--- src/hw/mmr_pkg.sv ---
package mmr_pkg;

    // Data path widths
    localparam int REG_W = 8;               // Register address and data byte
    localparam int CH_W  = 3;               // Bank bit plus two channel bits
    localparam int OP_W  = 2;

    // Credits and FIFO slots
    localparam int DEFAULT_FIFO_DEPTH = 4;

    // Global register map, bank 0 unless noted
    localparam logic [REG_W-1:0] REG_TESTYM  = 8'h21;
    localparam logic [REG_W-1:0] REG_LFO     = 8'h22;
    localparam logic [REG_W-1:0] REG_CLKA1   = 8'h24;  // Timer A upper bits
    localparam logic [REG_W-1:0] REG_CLKA2   = 8'h25;  // Timer A lower bits
    localparam logic [REG_W-1:0] REG_CLKB    = 8'h26;
    localparam logic [REG_W-1:0] REG_TIMER   = 8'h27;
    localparam logic [REG_W-1:0] REG_KON     = 8'h28;
    localparam logic [REG_W-1:0] REG_PCM     = 8'h2A;  // Either bank
    localparam logic [REG_W-1:0] REG_PCM_EN  = 8'h2B;  // Either bank
    localparam logic [REG_W-1:0] REG_DACTEST = 8'h2C;  // Either bank
    localparam logic [REG_W-1:0] REG_CLK_N6  = 8'h2D;
    localparam logic [REG_W-1:0] REG_CLK_N3  = 8'h2E;
    localparam logic [REG_W-1:0] REG_CLK_N2  = 8'h2F;

    // Divide ratio of the synth clock enable
    typedef enum logic [1:0] {
        PRESC_6 = 2'd0,
        PRESC_3 = 2'd1,
        PRESC_2 = 2'd2
    } presc_t;

    // Channel or operator register group hit by a data write
    typedef enum logic [3:0] {
        UPD_NONE    = 4'd0,
        UPD_KEYON   = 4'd1,
        UPD_FNUMLO  = 4'd2,
        UPD_ALG     = 4'd3,
        UPD_PMS     = 4'd4,
        UPD_DT1     = 4'd5,
        UPD_TL      = 4'd6,
        UPD_KS_AR   = 4'd7,
        UPD_AMEN_DR = 4'd8,
        UPD_SR      = 4'd9,
        UPD_SL_RR   = 4'd10,
        UPD_SSGEG   = 4'd11
    } upd_kind_t;

endpackage

--- src/hw/bus_decoder.sv ---
module bus_decoder #(
    parameter int FIFO_DEPTH = mmr_pkg::DEFAULT_FIFO_DEPTH
) (
    input  logic                      clk,
    input  logic                      rst,
    input  logic [mmr_pkg::REG_W-1:0] din,
    input  logic                      write,
    input  logic [1:0]                addr,
    input  logic                      credit_return,
    output logic                      push,
    output logic [mmr_pkg::REG_W-1:0] push_reg,
    output logic [mmr_pkg::REG_W-1:0] push_data,
    output logic                      push_bank,
    output mmr_pkg::presc_t           presc,
    output logic                      busy
);
    import mmr_pkg::*;

    localparam int CW = $clog2(FIFO_DEPTH + 1);

    logic [REG_W-1:0] sel_reg;     // Last register-select byte
    logic             sel_bank;
    logic [CW-1:0]    credits;
    logic             accept;

    // A data write goes through only while a FIFO slot is still free
    assign accept = write && addr[0] && (credits != '0);
    assign busy   = (credits == '0);

    always_ff @(posedge clk) begin
        if (rst) begin
            sel_reg  <= '0;
            sel_bank <= 1'b0;
            presc    <= PRESC_6;
        end else if (write && !addr[0]) begin
            sel_reg  <= din;
            sel_bank <= addr[1];
            // Selecting a prescaler register is enough, data not needed
            case (din)
                REG_CLK_N6: presc <= PRESC_6;
                REG_CLK_N3: presc <= PRESC_3;
                REG_CLK_N2: presc <= PRESC_2;
                default: ;
            endcase
        end
    end

    always_ff @(posedge clk) begin
        if (rst) begin
            push <= 1'b0;
        end else begin
            push <= accept;
        end
    end

    // Write contents follow the accept strobe
    always_ff @(posedge clk) begin
        if (accept) begin
            push_reg  <= sel_reg;
            push_data <= din;
            push_bank <= sel_bank;
        end
    end

    always_ff @(posedge clk) begin
        if (rst) begin
            credits <= CW'(FIFO_DEPTH);
        end else begin
            case ({accept, credit_return})
                2'b10:   credits <= credits - CW'(1);
                2'b01:   credits <= credits + CW'(1);
                default: ;                            // Both or neither
            endcase
        end
    end

endmodule

--- src/hw/write_fifo.sv ---
module write_fifo #(
    parameter int FIFO_DEPTH = mmr_pkg::DEFAULT_FIFO_DEPTH
) (
    input  logic                      clk,
    input  logic                      rst,
    input  logic                      push,
    input  logic [mmr_pkg::REG_W-1:0] push_reg,
    input  logic [mmr_pkg::REG_W-1:0] push_data,
    input  logic                      push_bank,
    input  logic                      pop,
    output logic                      not_empty,
    output logic [mmr_pkg::REG_W-1:0] head_reg,
    output logic [mmr_pkg::REG_W-1:0] head_data,
    output logic                      head_bank
);
    import mmr_pkg::*;

    localparam int PW = $clog2(FIFO_DEPTH);
    localparam int CW = $clog2(FIFO_DEPTH + 1);

    logic [REG_W-1:0] mem_reg  [FIFO_DEPTH];
    logic [REG_W-1:0] mem_data [FIFO_DEPTH];
    logic             mem_bank [FIFO_DEPTH];
    logic [PW-1:0]    wr_ptr;
    logic [PW-1:0]    rd_ptr;
    logic [CW-1:0]    count;

    // Pointer step with wrap for depths that are not a power of two
    function automatic logic [PW-1:0] next_ptr(input logic [PW-1:0] p);
        if (p == PW'(FIFO_DEPTH - 1)) begin
            return '0;
        end
        return p + PW'(1);
    endfunction

    assign not_empty = (count != '0);
    assign head_reg  = mem_reg[rd_ptr];
    assign head_data = mem_data[rd_ptr];
    assign head_bank = mem_bank[rd_ptr];

    always_ff @(posedge clk) begin
        if (push) begin
            mem_reg[wr_ptr]  <= push_reg;
            mem_data[wr_ptr] <= push_data;
            mem_bank[wr_ptr] <= push_bank;
        end
    end

    always_ff @(posedge clk) begin
        if (rst) begin
            wr_ptr <= '0;
            rd_ptr <= '0;
            count  <= '0;
        end else begin
            if (push) wr_ptr <= next_ptr(wr_ptr);
            if (pop) rd_ptr <= next_ptr(rd_ptr);
            case ({push, pop})
                2'b10:   count <= count + CW'(1);
                2'b01:   count <= count - CW'(1);
                default: ;
            endcase
        end
    end

endmodule

--- src/hw/reg_bank.sv ---
module reg_bank (
    input  logic                      clk,
    input  logic                      rst,
    input  logic                      clk_en,
    input  logic                      not_empty,
    input  logic [mmr_pkg::REG_W-1:0] head_reg,
    input  logic [mmr_pkg::REG_W-1:0] head_data,
    input  logic                      head_bank,
    output logic                      pop,
    // Timers
    output logic [9:0]                value_a,
    output logic [7:0]                value_b,
    output logic                      load_a,
    output logic                      load_b,
    output logic                      enable_irq_a,
    output logic                      enable_irq_b,
    output logic                      clr_flag_a,
    output logic                      clr_flag_b,
    // Test and LFO
    output logic                      fast_timers,
    output logic                      eg_stop,
    output logic                      pg_stop,
    output logic                      lfo_en,
    output logic [2:0]                lfo_freq,
    output logic                      csm,
    output logic                      effect,
    // PCM DAC
    output logic [8:0]                pcm,
    output logic                      pcm_en,
    output logic                      pcm_wr,
    // Channel and operator update event
    output logic                      upd_valid,
    output mmr_pkg::upd_kind_t        upd_kind,
    output logic [mmr_pkg::CH_W-1:0]  upd_ch,
    output logic [mmr_pkg::OP_W-1:0]  upd_op,
    output logic [mmr_pkg::REG_W-1:0] upd_data
);
    import mmr_pkg::*;

    // Register group from address and bank
    function automatic upd_kind_t decode_kind(input logic [REG_W-1:0] r, input logic bank);
        upd_kind_t k;
        if (r == REG_KON && !bank) begin
            return UPD_KEYON;
        end
        if (r[1:0] == 2'b11) begin
            return UPD_NONE;                 // No fourth channel per bank
        end
        casez (r)
            8'hA0, 8'hA1, 8'hA2: k = UPD_FNUMLO;
            8'hB0, 8'hB1, 8'hB2: k = UPD_ALG;
            8'hB4, 8'hB5, 8'hB6: k = UPD_PMS;
            8'h3?:               k = UPD_DT1;
            8'h4?:               k = UPD_TL;
            8'h5?:               k = UPD_KS_AR;
            8'h6?:               k = UPD_AMEN_DR;
            8'h7?:               k = UPD_SR;
            8'h8?:               k = UPD_SL_RR;
            8'h9?:               k = UPD_SSGEG;
            default:             k = UPD_NONE;
        endcase
        return k;
    endfunction

    // One write per synth clock enable
    assign pop = clk_en && not_empty;

    always_ff @(posedge clk) begin
        if (rst) begin
            value_a      <= '0;
            value_b      <= '0;
            load_a       <= 1'b0;
            load_b       <= 1'b0;
            enable_irq_a <= 1'b0;
            enable_irq_b <= 1'b0;
            clr_flag_a   <= 1'b0;
            clr_flag_b   <= 1'b0;
            fast_timers  <= 1'b0;
            eg_stop      <= 1'b0;
            pg_stop      <= 1'b0;
            lfo_en       <= 1'b0;
            lfo_freq     <= '0;
            csm          <= 1'b0;
            effect       <= 1'b0;
            pcm          <= '0;
            pcm_en       <= 1'b0;
            pcm_wr       <= 1'b0;
            upd_valid    <= 1'b0;
        end else begin
            upd_valid <= pop;
            if (clk_en) begin                // One-shot bits drop here
                pcm_wr     <= 1'b0;
                clr_flag_a <= 1'b0;
                clr_flag_b <= 1'b0;
            end
            if (pop) begin
                if (!head_bank) begin
                    case (head_reg)
                        REG_TESTYM: begin
                            eg_stop     <= head_data[5];
                            pg_stop     <= head_data[3];
                            fast_timers <= head_data[2];
                        end
                        REG_LFO:   {lfo_en, lfo_freq} <= head_data[3:0];
                        REG_CLKA1: value_a[9:2] <= head_data;
                        REG_CLKA2: value_a[1:0] <= head_data[1:0];
                        REG_CLKB:  value_b <= head_data;
                        REG_TIMER: begin
                            effect <= |head_data[7:6];
                            csm    <= (head_data[7:6] == 2'b10);
                            {clr_flag_b, clr_flag_a, enable_irq_b, enable_irq_a,
                             load_b, load_a} <= head_data[5:0];
                        end
                        default: ;
                    endcase
                end
                // DAC registers answer in both banks
                case (head_reg)
                    REG_PCM:     pcm <= {~head_data[7], head_data[6:0], 1'b1};
                    REG_PCM_EN:  pcm_en <= head_data[7];
                    REG_DACTEST: pcm[0] <= head_data[3];
                    default: ;
                endcase
                pcm_wr <= (head_reg == REG_PCM);
            end
        end
    end

    always_ff @(posedge clk) begin
        if (pop) begin
            upd_kind <= decode_kind(head_reg, head_bank);
            upd_ch   <= {head_bank, head_reg[1:0]};
            upd_op   <= head_reg[3:2];           // Slot order S1 S3 S2 S4
            upd_data <= head_data;
        end
    end

endmodule

--- src/hw/cen_divider.sv ---
module cen_divider (
    input  logic            clk,
    input  logic            rst,
    input  logic            cen,
    input  mmr_pkg::presc_t presc,
    output logic            clk_en
);
    import mmr_pkg::*;

    presc_t     presc_q;   // Setting the count runs under
    logic [2:0] cnt;
    logic [2:0] last;

    always_comb begin
        case (presc_q)
            PRESC_3: last = 3'd2;
            PRESC_2: last = 3'd1;
            default: last = 3'd5;
        endcase
    end

    always_ff @(posedge clk) begin
        if (rst) begin
            presc_q <= PRESC_6;
            cnt     <= '0;
            clk_en  <= 1'b0;
        end else if (presc != presc_q) begin
            // New ratio, count from scratch
            presc_q <= presc;
            cnt     <= '0;
            clk_en  <= 1'b0;
        end else if (cen) begin
            if (cnt == last) begin
                cnt    <= '0;
                clk_en <= 1'b1;
            end else begin
                cnt    <= cnt + 3'd1;
                clk_en <= 1'b0;
            end
        end else begin
            clk_en <= 1'b0;
        end
    end

endmodule

--- src/hw/fm_mmr_top.sv ---
module fm_mmr_top #(
    parameter int FIFO_DEPTH = mmr_pkg::DEFAULT_FIFO_DEPTH
) (
    input  logic                      clk,
    input  logic                      rst,
    input  logic                      cen,
    input  logic [mmr_pkg::REG_W-1:0] din,
    input  logic                      write,
    input  logic [1:0]                addr,
    output logic                      busy,
    output logic                      clk_en,
    output logic [9:0]                value_a,
    output logic [7:0]                value_b,
    output logic                      load_a,
    output logic                      load_b,
    output logic                      enable_irq_a,
    output logic                      enable_irq_b,
    output logic                      clr_flag_a,
    output logic                      clr_flag_b,
    output logic                      fast_timers,
    output logic                      eg_stop,
    output logic                      pg_stop,
    output logic                      lfo_en,
    output logic [2:0]                lfo_freq,
    output logic                      csm,
    output logic                      effect,
    output logic [8:0]                pcm,
    output logic                      pcm_en,
    output logic                      pcm_wr,
    output logic                      upd_valid,
    output mmr_pkg::upd_kind_t        upd_kind,
    output logic [mmr_pkg::CH_W-1:0]  upd_ch,
    output logic [mmr_pkg::OP_W-1:0]  upd_op,
    output logic [mmr_pkg::REG_W-1:0] upd_data
);
    import mmr_pkg::*;

    logic             push;
    logic [REG_W-1:0] push_reg;
    logic [REG_W-1:0] push_data;
    logic             push_bank;
    logic             not_empty;
    logic [REG_W-1:0] head_reg;
    logic [REG_W-1:0] head_data;
    logic             head_bank;
    logic             pop;       // Also the credit return
    presc_t           presc;

    bus_decoder #(.FIFO_DEPTH(FIFO_DEPTH)) i_bus_decoder (
        .clk(clk), .rst(rst), .din(din), .write(write), .addr(addr),
        .credit_return(pop), .push(push), .push_reg(push_reg),
        .push_data(push_data), .push_bank(push_bank), .presc(presc), .busy(busy)
    );

    write_fifo #(.FIFO_DEPTH(FIFO_DEPTH)) i_write_fifo (
        .clk(clk), .rst(rst), .push(push), .push_reg(push_reg),
        .push_data(push_data), .push_bank(push_bank), .pop(pop),
        .not_empty(not_empty), .head_reg(head_reg), .head_data(head_data),
        .head_bank(head_bank)
    );

    reg_bank i_reg_bank (
        .clk(clk), .rst(rst), .clk_en(clk_en), .not_empty(not_empty),
        .head_reg(head_reg), .head_data(head_data), .head_bank(head_bank), .pop(pop),
        .value_a(value_a), .value_b(value_b), .load_a(load_a), .load_b(load_b),
        .enable_irq_a(enable_irq_a), .enable_irq_b(enable_irq_b),
        .clr_flag_a(clr_flag_a), .clr_flag_b(clr_flag_b), .fast_timers(fast_timers),
        .eg_stop(eg_stop), .pg_stop(pg_stop), .lfo_en(lfo_en), .lfo_freq(lfo_freq),
        .csm(csm), .effect(effect), .pcm(pcm), .pcm_en(pcm_en), .pcm_wr(pcm_wr),
        .upd_valid(upd_valid), .upd_kind(upd_kind), .upd_ch(upd_ch),
        .upd_op(upd_op), .upd_data(upd_data)
    );

    cen_divider i_cen_divider (
        .clk(clk), .rst(rst), .cen(cen), .presc(presc), .clk_en(clk_en)
    );

endmodule

--- config.mk ---
export PLATFORM = sky130hd
export DESIGN_NAME = fm_mmr_top
export DESIGN_NICKNAME = d
export VERILOG_FILES = /design/src/hw/mmr_pkg.sv /design/src/hw/bus_decoder.sv /design/src/hw/write_fifo.sv /design/src/hw/reg_bank.sv /design/src/hw/cen_divider.sv /design/src/hw/fm_mmr_top.sv
export SDC_FILE = /design/constraint.sdc
export NUM_CORES = 1
export LEC_CHECK = 0
export BUFFER_PORTS_ARGS = -buffer_cell sky130_fd_sc_hd__buf_2
export CORE_UTILIZATION = 52
export CTS_CLUSTER_DIAMETER = 50
export CTS_CLUSTER_SIZE = 14
export DETAILED_ROUTE_END_ITERATION = 6
export GPL_ROUTABILITY_DRIVEN = 0
export PLACE_DENSITY = 0.75
export SKIP_LAST_GASP = 1
export SLEW_MARGIN = 15
export SYNTH_ARGS = -nofsm -noshare
export SYNTH_HDL_FRONTEND = slang
export SYNTH_SLANG_ARGS = --single-unit
--- constraint.sdc ---
create_clock -name clk -period 2.72 [get_ports clk]
set_clock_uncertainty 0.1 [all_clocks]
set_input_delay 0 -clock clk [delete_from_list [all_inputs] [get_ports clk]]
set_output_delay 0 -clock clk [all_outputs]
set_load 0.01 [all_outputs]
# Word-level counts from Yosys, hierarchy flattened
# Memory sizes are Yosys's and may differ from the RTL's. A register that Yosys moved wholly into a read port is not among the register bits.
# Index checks and enable logic that the tools add are counted.
dict set report totals {
  ff_bits 107
  ram_bits 68
  elab_cells 169
  n_memories 3
}
# name words word_bits read_ports rd_ports_with_merged_regs wr line
set memory_table {}
lappend memory_table {i_write_fifo.mem_data 4 8 1 1 1 write_fifo.sv:22} ;# logic [REG_W-1:0] mem_data [FIFO_DEPTH];
lappend memory_table {i_write_fifo.mem_reg 4 8 1 1 1 write_fifo.sv:21} ;# logic [REG_W-1:0] mem_reg [FIFO_DEPTH];
lappend memory_table {i_write_fifo.mem_bank 4 1 1 1 1 write_fifo.sv:23} ;# logic mem_bank [FIFO_DEPTH];
dict set report classes {
  n_addsub 7
  eq_ne 41
  n_mux 45
  bitwise_logic 3
  reduce_logical 31
}
# op n
set ops {}
lappend ops {{$eq 8x6->1 const B} 13}
lappend ops {{$eq 8x8->1 const B} 9}
lappend ops {{$pmux 4 s10} 1}
lappend ops {{$mux 1} 24}
lappend ops {{$mux 2} 10}
lappend ops {{$pmux 3 s2} 3}
lappend ops {{$reduce_and 3->1} 6}
lappend ops {{$eq 4x3->1 const B} 4}
lappend ops {{$mux 4} 4}
lappend ops {{$eq 2x2->1 const B} 7}
lappend ops {{$reduce_or 3->1} 4}
lappend ops {{$add 3x1->3 const B} 3}
lappend ops {{$reduce_bool 3->1} 3}
lappend ops {{$eq 4x4->1 const B} 2}
lappend ops {{$reduce_and 2->1} 4}
lappend ops {{$reduce_bool 2->1} 4}
lappend ops {{$eq 2x1->1 const B} 3}
lappend ops {{$pmux 2 s3} 1}
lappend ops {{$sub 3x1->3 const B} 2}
lappend ops {{$logic_and 1x1->1} 5}
lappend ops {{$add 2x1->2 const B} 2}
lappend ops {{$eq 4x2->1 const B} 1}
lappend ops {{$reduce_or 2->1} 2}
lappend ops {{$eq 3x3->1} 1}
lappend ops {{6 further kinds} 9}

# Longest topological paths before layout
dict set report depth {
  word_depth 8
  mapped_depth 8
  ltp_nobuf 8
}

# By module
# From an unflattened synthesis, not the netlist that was laid out.
dict set report hier_totals {
  cells_unflattened 456
  hier_area_um2 6752.7
}
# mod n_inst cells_per_inst area_each_um2
set by_module_without_submodules {}
lappend by_module_without_submodules {write_fifo 1 132 2925.3}
lappend by_module_without_submodules {reg_bank 1 210 2386.0}
lappend by_module_without_submodules {bus_decoder 1 88 1158.6}
lappend by_module_without_submodules {cen_divider 1 26 282.8}

# Worst setup path before layout
# OpenSTA, ideal clock, no wires.
dict set report synth_timing {
  path_kind {register to register}
  from {register i_write_fifo.count[0]}
  to {register i_bus_decoder.credits[2]}
  setup_ps 132
  arrival_ps 2472
  required_ps 2488
  slack_ps 16
  stages_incl_launch_ff 9
  n_path_buf 0
  cell_sequence {dfxtp_1 > o31ai_1 > inv_1 > ha_1 > inv_1 > fa_1 > xor2_1 > nor3_1 > or3b_2}
}
dict set report synth_between {
  elab_chain_len 4
}
# item line
set synth_rtl {}
lappend synth_rtl {{from (decl)} write_fifo.sv:26} ;# logic [CW-1:0] count;
lappend synth_rtl {{from (signal assigned)} write_fifo.sv:58} ;# 2'b10: count <= count + CW'(1);
lappend synth_rtl {{from (signal assigned)} write_fifo.sv:59} ;# 2'b01: count <= count - CW'(1);
lappend synth_rtl {{$reduce_bool 3->1 (*)} write_fifo.sv:36} ;# assign not_empty = (count != '0);
lappend synth_rtl {{$logic_and 1x1->1 (*)} reg_bank.sv:66} ;# assign pop = clk_en && not_empty;
lappend synth_rtl {{via i_bus_decoder.credit_return} bus_decoder.sv:9} ;# input logic credit_return,
lappend synth_rtl {{$eq 2x1->1 or $eq 2x2->1 (tied branches)} bus_decoder.sv:69} ;# case ({accept, credit_return})
lappend synth_rtl {{$pmux 3 s2 or $reduce_bool 2->1 (tied branches)} -}
lappend synth_rtl {{to (signal assigned)} bus_decoder.sv:67} ;# credits <= CW'(FIFO_DEPTH);
lappend synth_rtl {{to (signal assigned)} bus_decoder.sv:70} ;# 2'b10: credits <= credits - CW'(1);
lappend synth_rtl {{to (signal assigned)} bus_decoder.sv:71} ;# 2'b01: credits <= credits + CW'(1);
lappend synth_rtl {{to (decl)} bus_decoder.sv:23} ;# logic [CW-1:0] credits;
# The timed path passes the listed nets; every way through them passes the cells marked *.
# A chain may end at the register's enable or synchronous reset.

==> summary by stage <==
Outcome
The run finished with clean final reports.

Finish
For this run, the post-layout net count is 599. The fill cell total of the finished layout is around 900. The most common cell after layout, fill and taps aside is edfxtp_1.

The share of cells above drive strength 1 is 24.87%. The area growth from synthesis to layout is 21.25%. At the end of the flow the core is filled with cells to between 60% and 70%. In the layout the commonest cells are edfxtp_1, buf_2, dfxtp_1. 0 antenna diodes ended up in the layout.

Worst hold path
The worst hold path passes through 2 cells. The worst min-delay path endpoint is i_bus_decoder.push_data[7]$_DFFE_PP_. The worst hold path class is primary input to flop. In this run the most critical hold path is launched from din[7].

Yosys
The number of enable flip-flop cells after synthesis is between 100 and 150. Yosys printed 0 warnings. The biggest area contributor in the post-synthesis netlist is edfxtp_1. The share of synthesized registers carrying an async set or reset is 0%.

The synthesized netlist occupies a cell area of 6641 sq um. Sorting the synthesized cells by area gives the leading types as edfxtp_1, dfxtp_1, mux2i_1. The number of nets handed over by synthesis was 483. After technology mapping, the gate count stands at 458. The mean post-synth cell area is between 10 and 15 sq um. The number of distinct library cells after synthesis is 50. The dominant synthesized flop cell is edfxtp_1. The register area share after synthesis is roughly 69%. After synthesis the netlist holds a flip-flop and latch count of 177. The area share of the largest cell type after synthesis is between 40 and 50%.

Clock tree
The TritonCTS buffer count is 17. Clock-pin slew was measured on the worst setup and hold paths at 0.06 ns. The buffer levels on the longest clock path is 2. The buffer cell driving the clock tree root is clkbuf_16. The clock network latency to the later pin of the worst-skew pair is 0.42 ns. The CTS tree is done.

The count of H-tree levels built during CTS is 4. The clock net in this run drives a total of 177 sinks.

Route
The average routed wire per standard cell is 16.68 microns. In this run the remaining antenna-violating nets after routing total 0. After detailed routing, the number of vias per cell comes to 5.332. For this run, design rule violations remaining after detail routing come to 0. The length of the first detailed-routing pass in iterations is 4. The final layout contains routed wiring with a total length of 12.60 mm. The final route contains 4026 vias. The initial detailed-routing violation count is 261.

Flow run
The count of maximum capacitance violations is 0.

Pwr
The completed layout was analyzed and its total power is 5.370 mW. IR analysis of the VDD net gives a maximum drop of 0.5405 mV. The analysis attributes to cell leakage a power of 3.315 nW. The power per cell area is between 600 and 700 nW/um^2.

Critical path
The arrival time reported for the critical path endpoint is ~2.8 ns. The reg-to-reg endpoint is i_reg_bank.value_b[0]$_SDFFE_PP0P_. The worst-path cell with the longest stage delay is mux4_2. The most repeated library cell on the critical path is buf_4. The nature of the critical path startpoint is a flop.

Along the worst path, the maximum fanout reaches 8. The worst setup slack for register-to-register paths is 0.16 ns. The delay of the slowest cell on the worst path is 0.55 ns. The worst setup path is captured at a flop. The data required time of the critical path is 2.91 ns. The path depth of the worst reg2reg path is 7.

Traced cell by cell, the critical path runs through mux4_2, buf_4, nor4b_4, buf_4, nand4_2, mux2i_1, nor2_1. By startpoint and endpoint, the worst setup path is classified as flop to flop.

Global route
Entering global routing, the biggest net connects 45 pins. After global routing, the most crowded layer is met2. The total routing usage reported by global routing is 21.12%. Global routing used between 30% and 40% of the available met2 tracks.

Global routing used 6.431% of the available met3 tracks. After global routing the overflow that remains totals 0. The first global-routing pass estimated 20.50 mm of wire. The number of antenna violations at the first check in global routing was 0. The via count of the first global-routing pass is 4035. Global routing consumed, on the met1 layer, 25.26% of the routing resources.

Die
Measured along the x axis, the die boundary spans ~120 microns. The cell row count is 40. The die covers 13230 sq um. The initial core utilization is 54.39%. Pin placement for this block handled 78 I/O pins.

The die outline height is between 100 and 150 microns. The area of the core is approximately 12000 sq um.

STA
On the final layout, the worst hold slack is 0.2191 ns. At the pin with the least slew margin, the transition time is 0.8118 ns. The number of pins exceeding their max-slew limit in the final report came to 0. The worst slew margin relative to its limit is 45.88%. The shortest period the worst path allows is around 2.6 ns. The final critical path takes up 93.98% of the cycle. The number of hold violations in the final report is 0. Setup violations remaining at the end of the flow were counted as 0. The maximum achievable frequency is between 300 and 400 MHz. Setup repair after global routing left no endpoint under its margin. The final sum of negative setup slack is 0 ns.

Placement
The number of port buffers is 77. Detailed placement finished with a half-perimeter wire length of 8.519 mm.
[stage by stage]
step | cell area (sq um) | cells | setup WS, ns
after floorplan | 6641 | 458 | 0.01553
after global placement | 7302 | 706 | 0.1251
after detailed placement | 7302 | 706 | 0.07703
after CTS | 8041 | 755 | 0.02666
after global routing | 8053 | 755 | 0.007359
final | 8053 | 755 | 0.1638
[worst max-delay path, delay by kind of cell (launching register included)]
kind | cells | cell delay [ns]
muxes | 2 | 0.82
DFF | 1 | 0.42
buffers and inverters | 2 | 0.37
and+or+nand+nor | 3 | 0.71
[metal layers]
metal / share of wire, % / routed length, microns / vias to the layer above
li1: - / - / 1894
met1: 43 / 5422 / 2006
met2: 50 / 6301 / 110
met3: 5.5 / 696 / 16
met4: 1.4 / 173 / 0
met5: 0 / 0 / -
[worst max-delay path by stage]
stage                                            end  slack (ns)  cells after the start
2_1_floorplan  i_bus_decoder.credits[2]$_SDFFE_PP1P_        0.02                      8
3_3_place_gp          i_reg_bank.lfo_en$_SDFFE_PP0P_        0.13                      8
3_5_place_dp     i_reg_bank.lfo_freq[2]$_SDFFE_PP0P_        0.08                      8
4_1_cts          i_reg_bank.lfo_freq[2]$_SDFFE_PP0P_        0.03                      8
5_1_grt               i_reg_bank.lfo_en$_SDFFE_PP0P_       0.007                      7
6_report          i_reg_bank.value_b[0]$_SDFFE_PP0P_        0.16                      7
[timing repair]
action	CTS	global route
setup endpoints to repair	0	37
resized for setup	0	3
hold endpoints to repair	31	0
setup buffers	0	0
hold buffers	17	0
[report_power, final]
group / switching [mW] / leakage (nW) / total, mW / internal [mW]
Clock: 0.908 / 0.284 / 2.30 / 1.39
Sequential: 0.0308 / 1.54 / 2.90 / 2.87
Combinational: 0.0948 / 1.50 / 0.165 / 0.0706
Total: 1.03 / 3.32 / 5.37 / 4.34
[area by class of cell]
| type | count | area, sq um | share of cell area [%] |
|---|---|---|---|
| Sequential cell | 177 | 4566 | 56.70 |
| Multi-Input combinational cell | 252 | 1957 | 24.30 |
| Timing Repair Buffer | 113 | 701.9 | 8.717 |
| Clock buffer | 27 | 518.0 | 6.433 |
| Tap cell | 168 | 210.2 | 2.610 |
| Clock inverter | 5 | 51.30 | 0.6370 |
| Inverter | 13 | 48.80 | 0.6060 |
[cells in the mapped netlist (2+ instances only)]
cell / count
xor2_1: 7
nand2b_1: 3
and2_1: 5
nand3_1: 3
and2b_1: 2
nor2_1: 65
edfxtp_1: 102
nand3b_1: 3
fa_1: 2
nor4b_1: 2
nand4_2: 2
buf_4: 2
nand4_1: 4
xnor2_1: 2
nor2b_1: 9
buf_1: 2
mux4_2: 15
ha_1: 9
mux2i_1: 43
a21oi_1: 18
clkbuf_1: 9
o21ai_0: 3
nand2_1: 26
inv_1: 13
dfxtp_1: 75
mux4_1: 2
nor3b_1: 2
nor3_1: 5
and4_1: 2
[logic make-up after synthesis]
logic type               after synthesis  synth area share [%]
adder cells (fa/ha/maj)               11                 2.298
multiplexers                          61                 12.53
buffers and inverters                 29                 1.903
AND/OR/NAND/NOR                      141                 10.66
AO/OA/AOI/OAI                         30                 2.694
flip-flops                           177                 68.73
XOR/XNOR                               9                 1.187
Power figures use the tool's default switching activity.
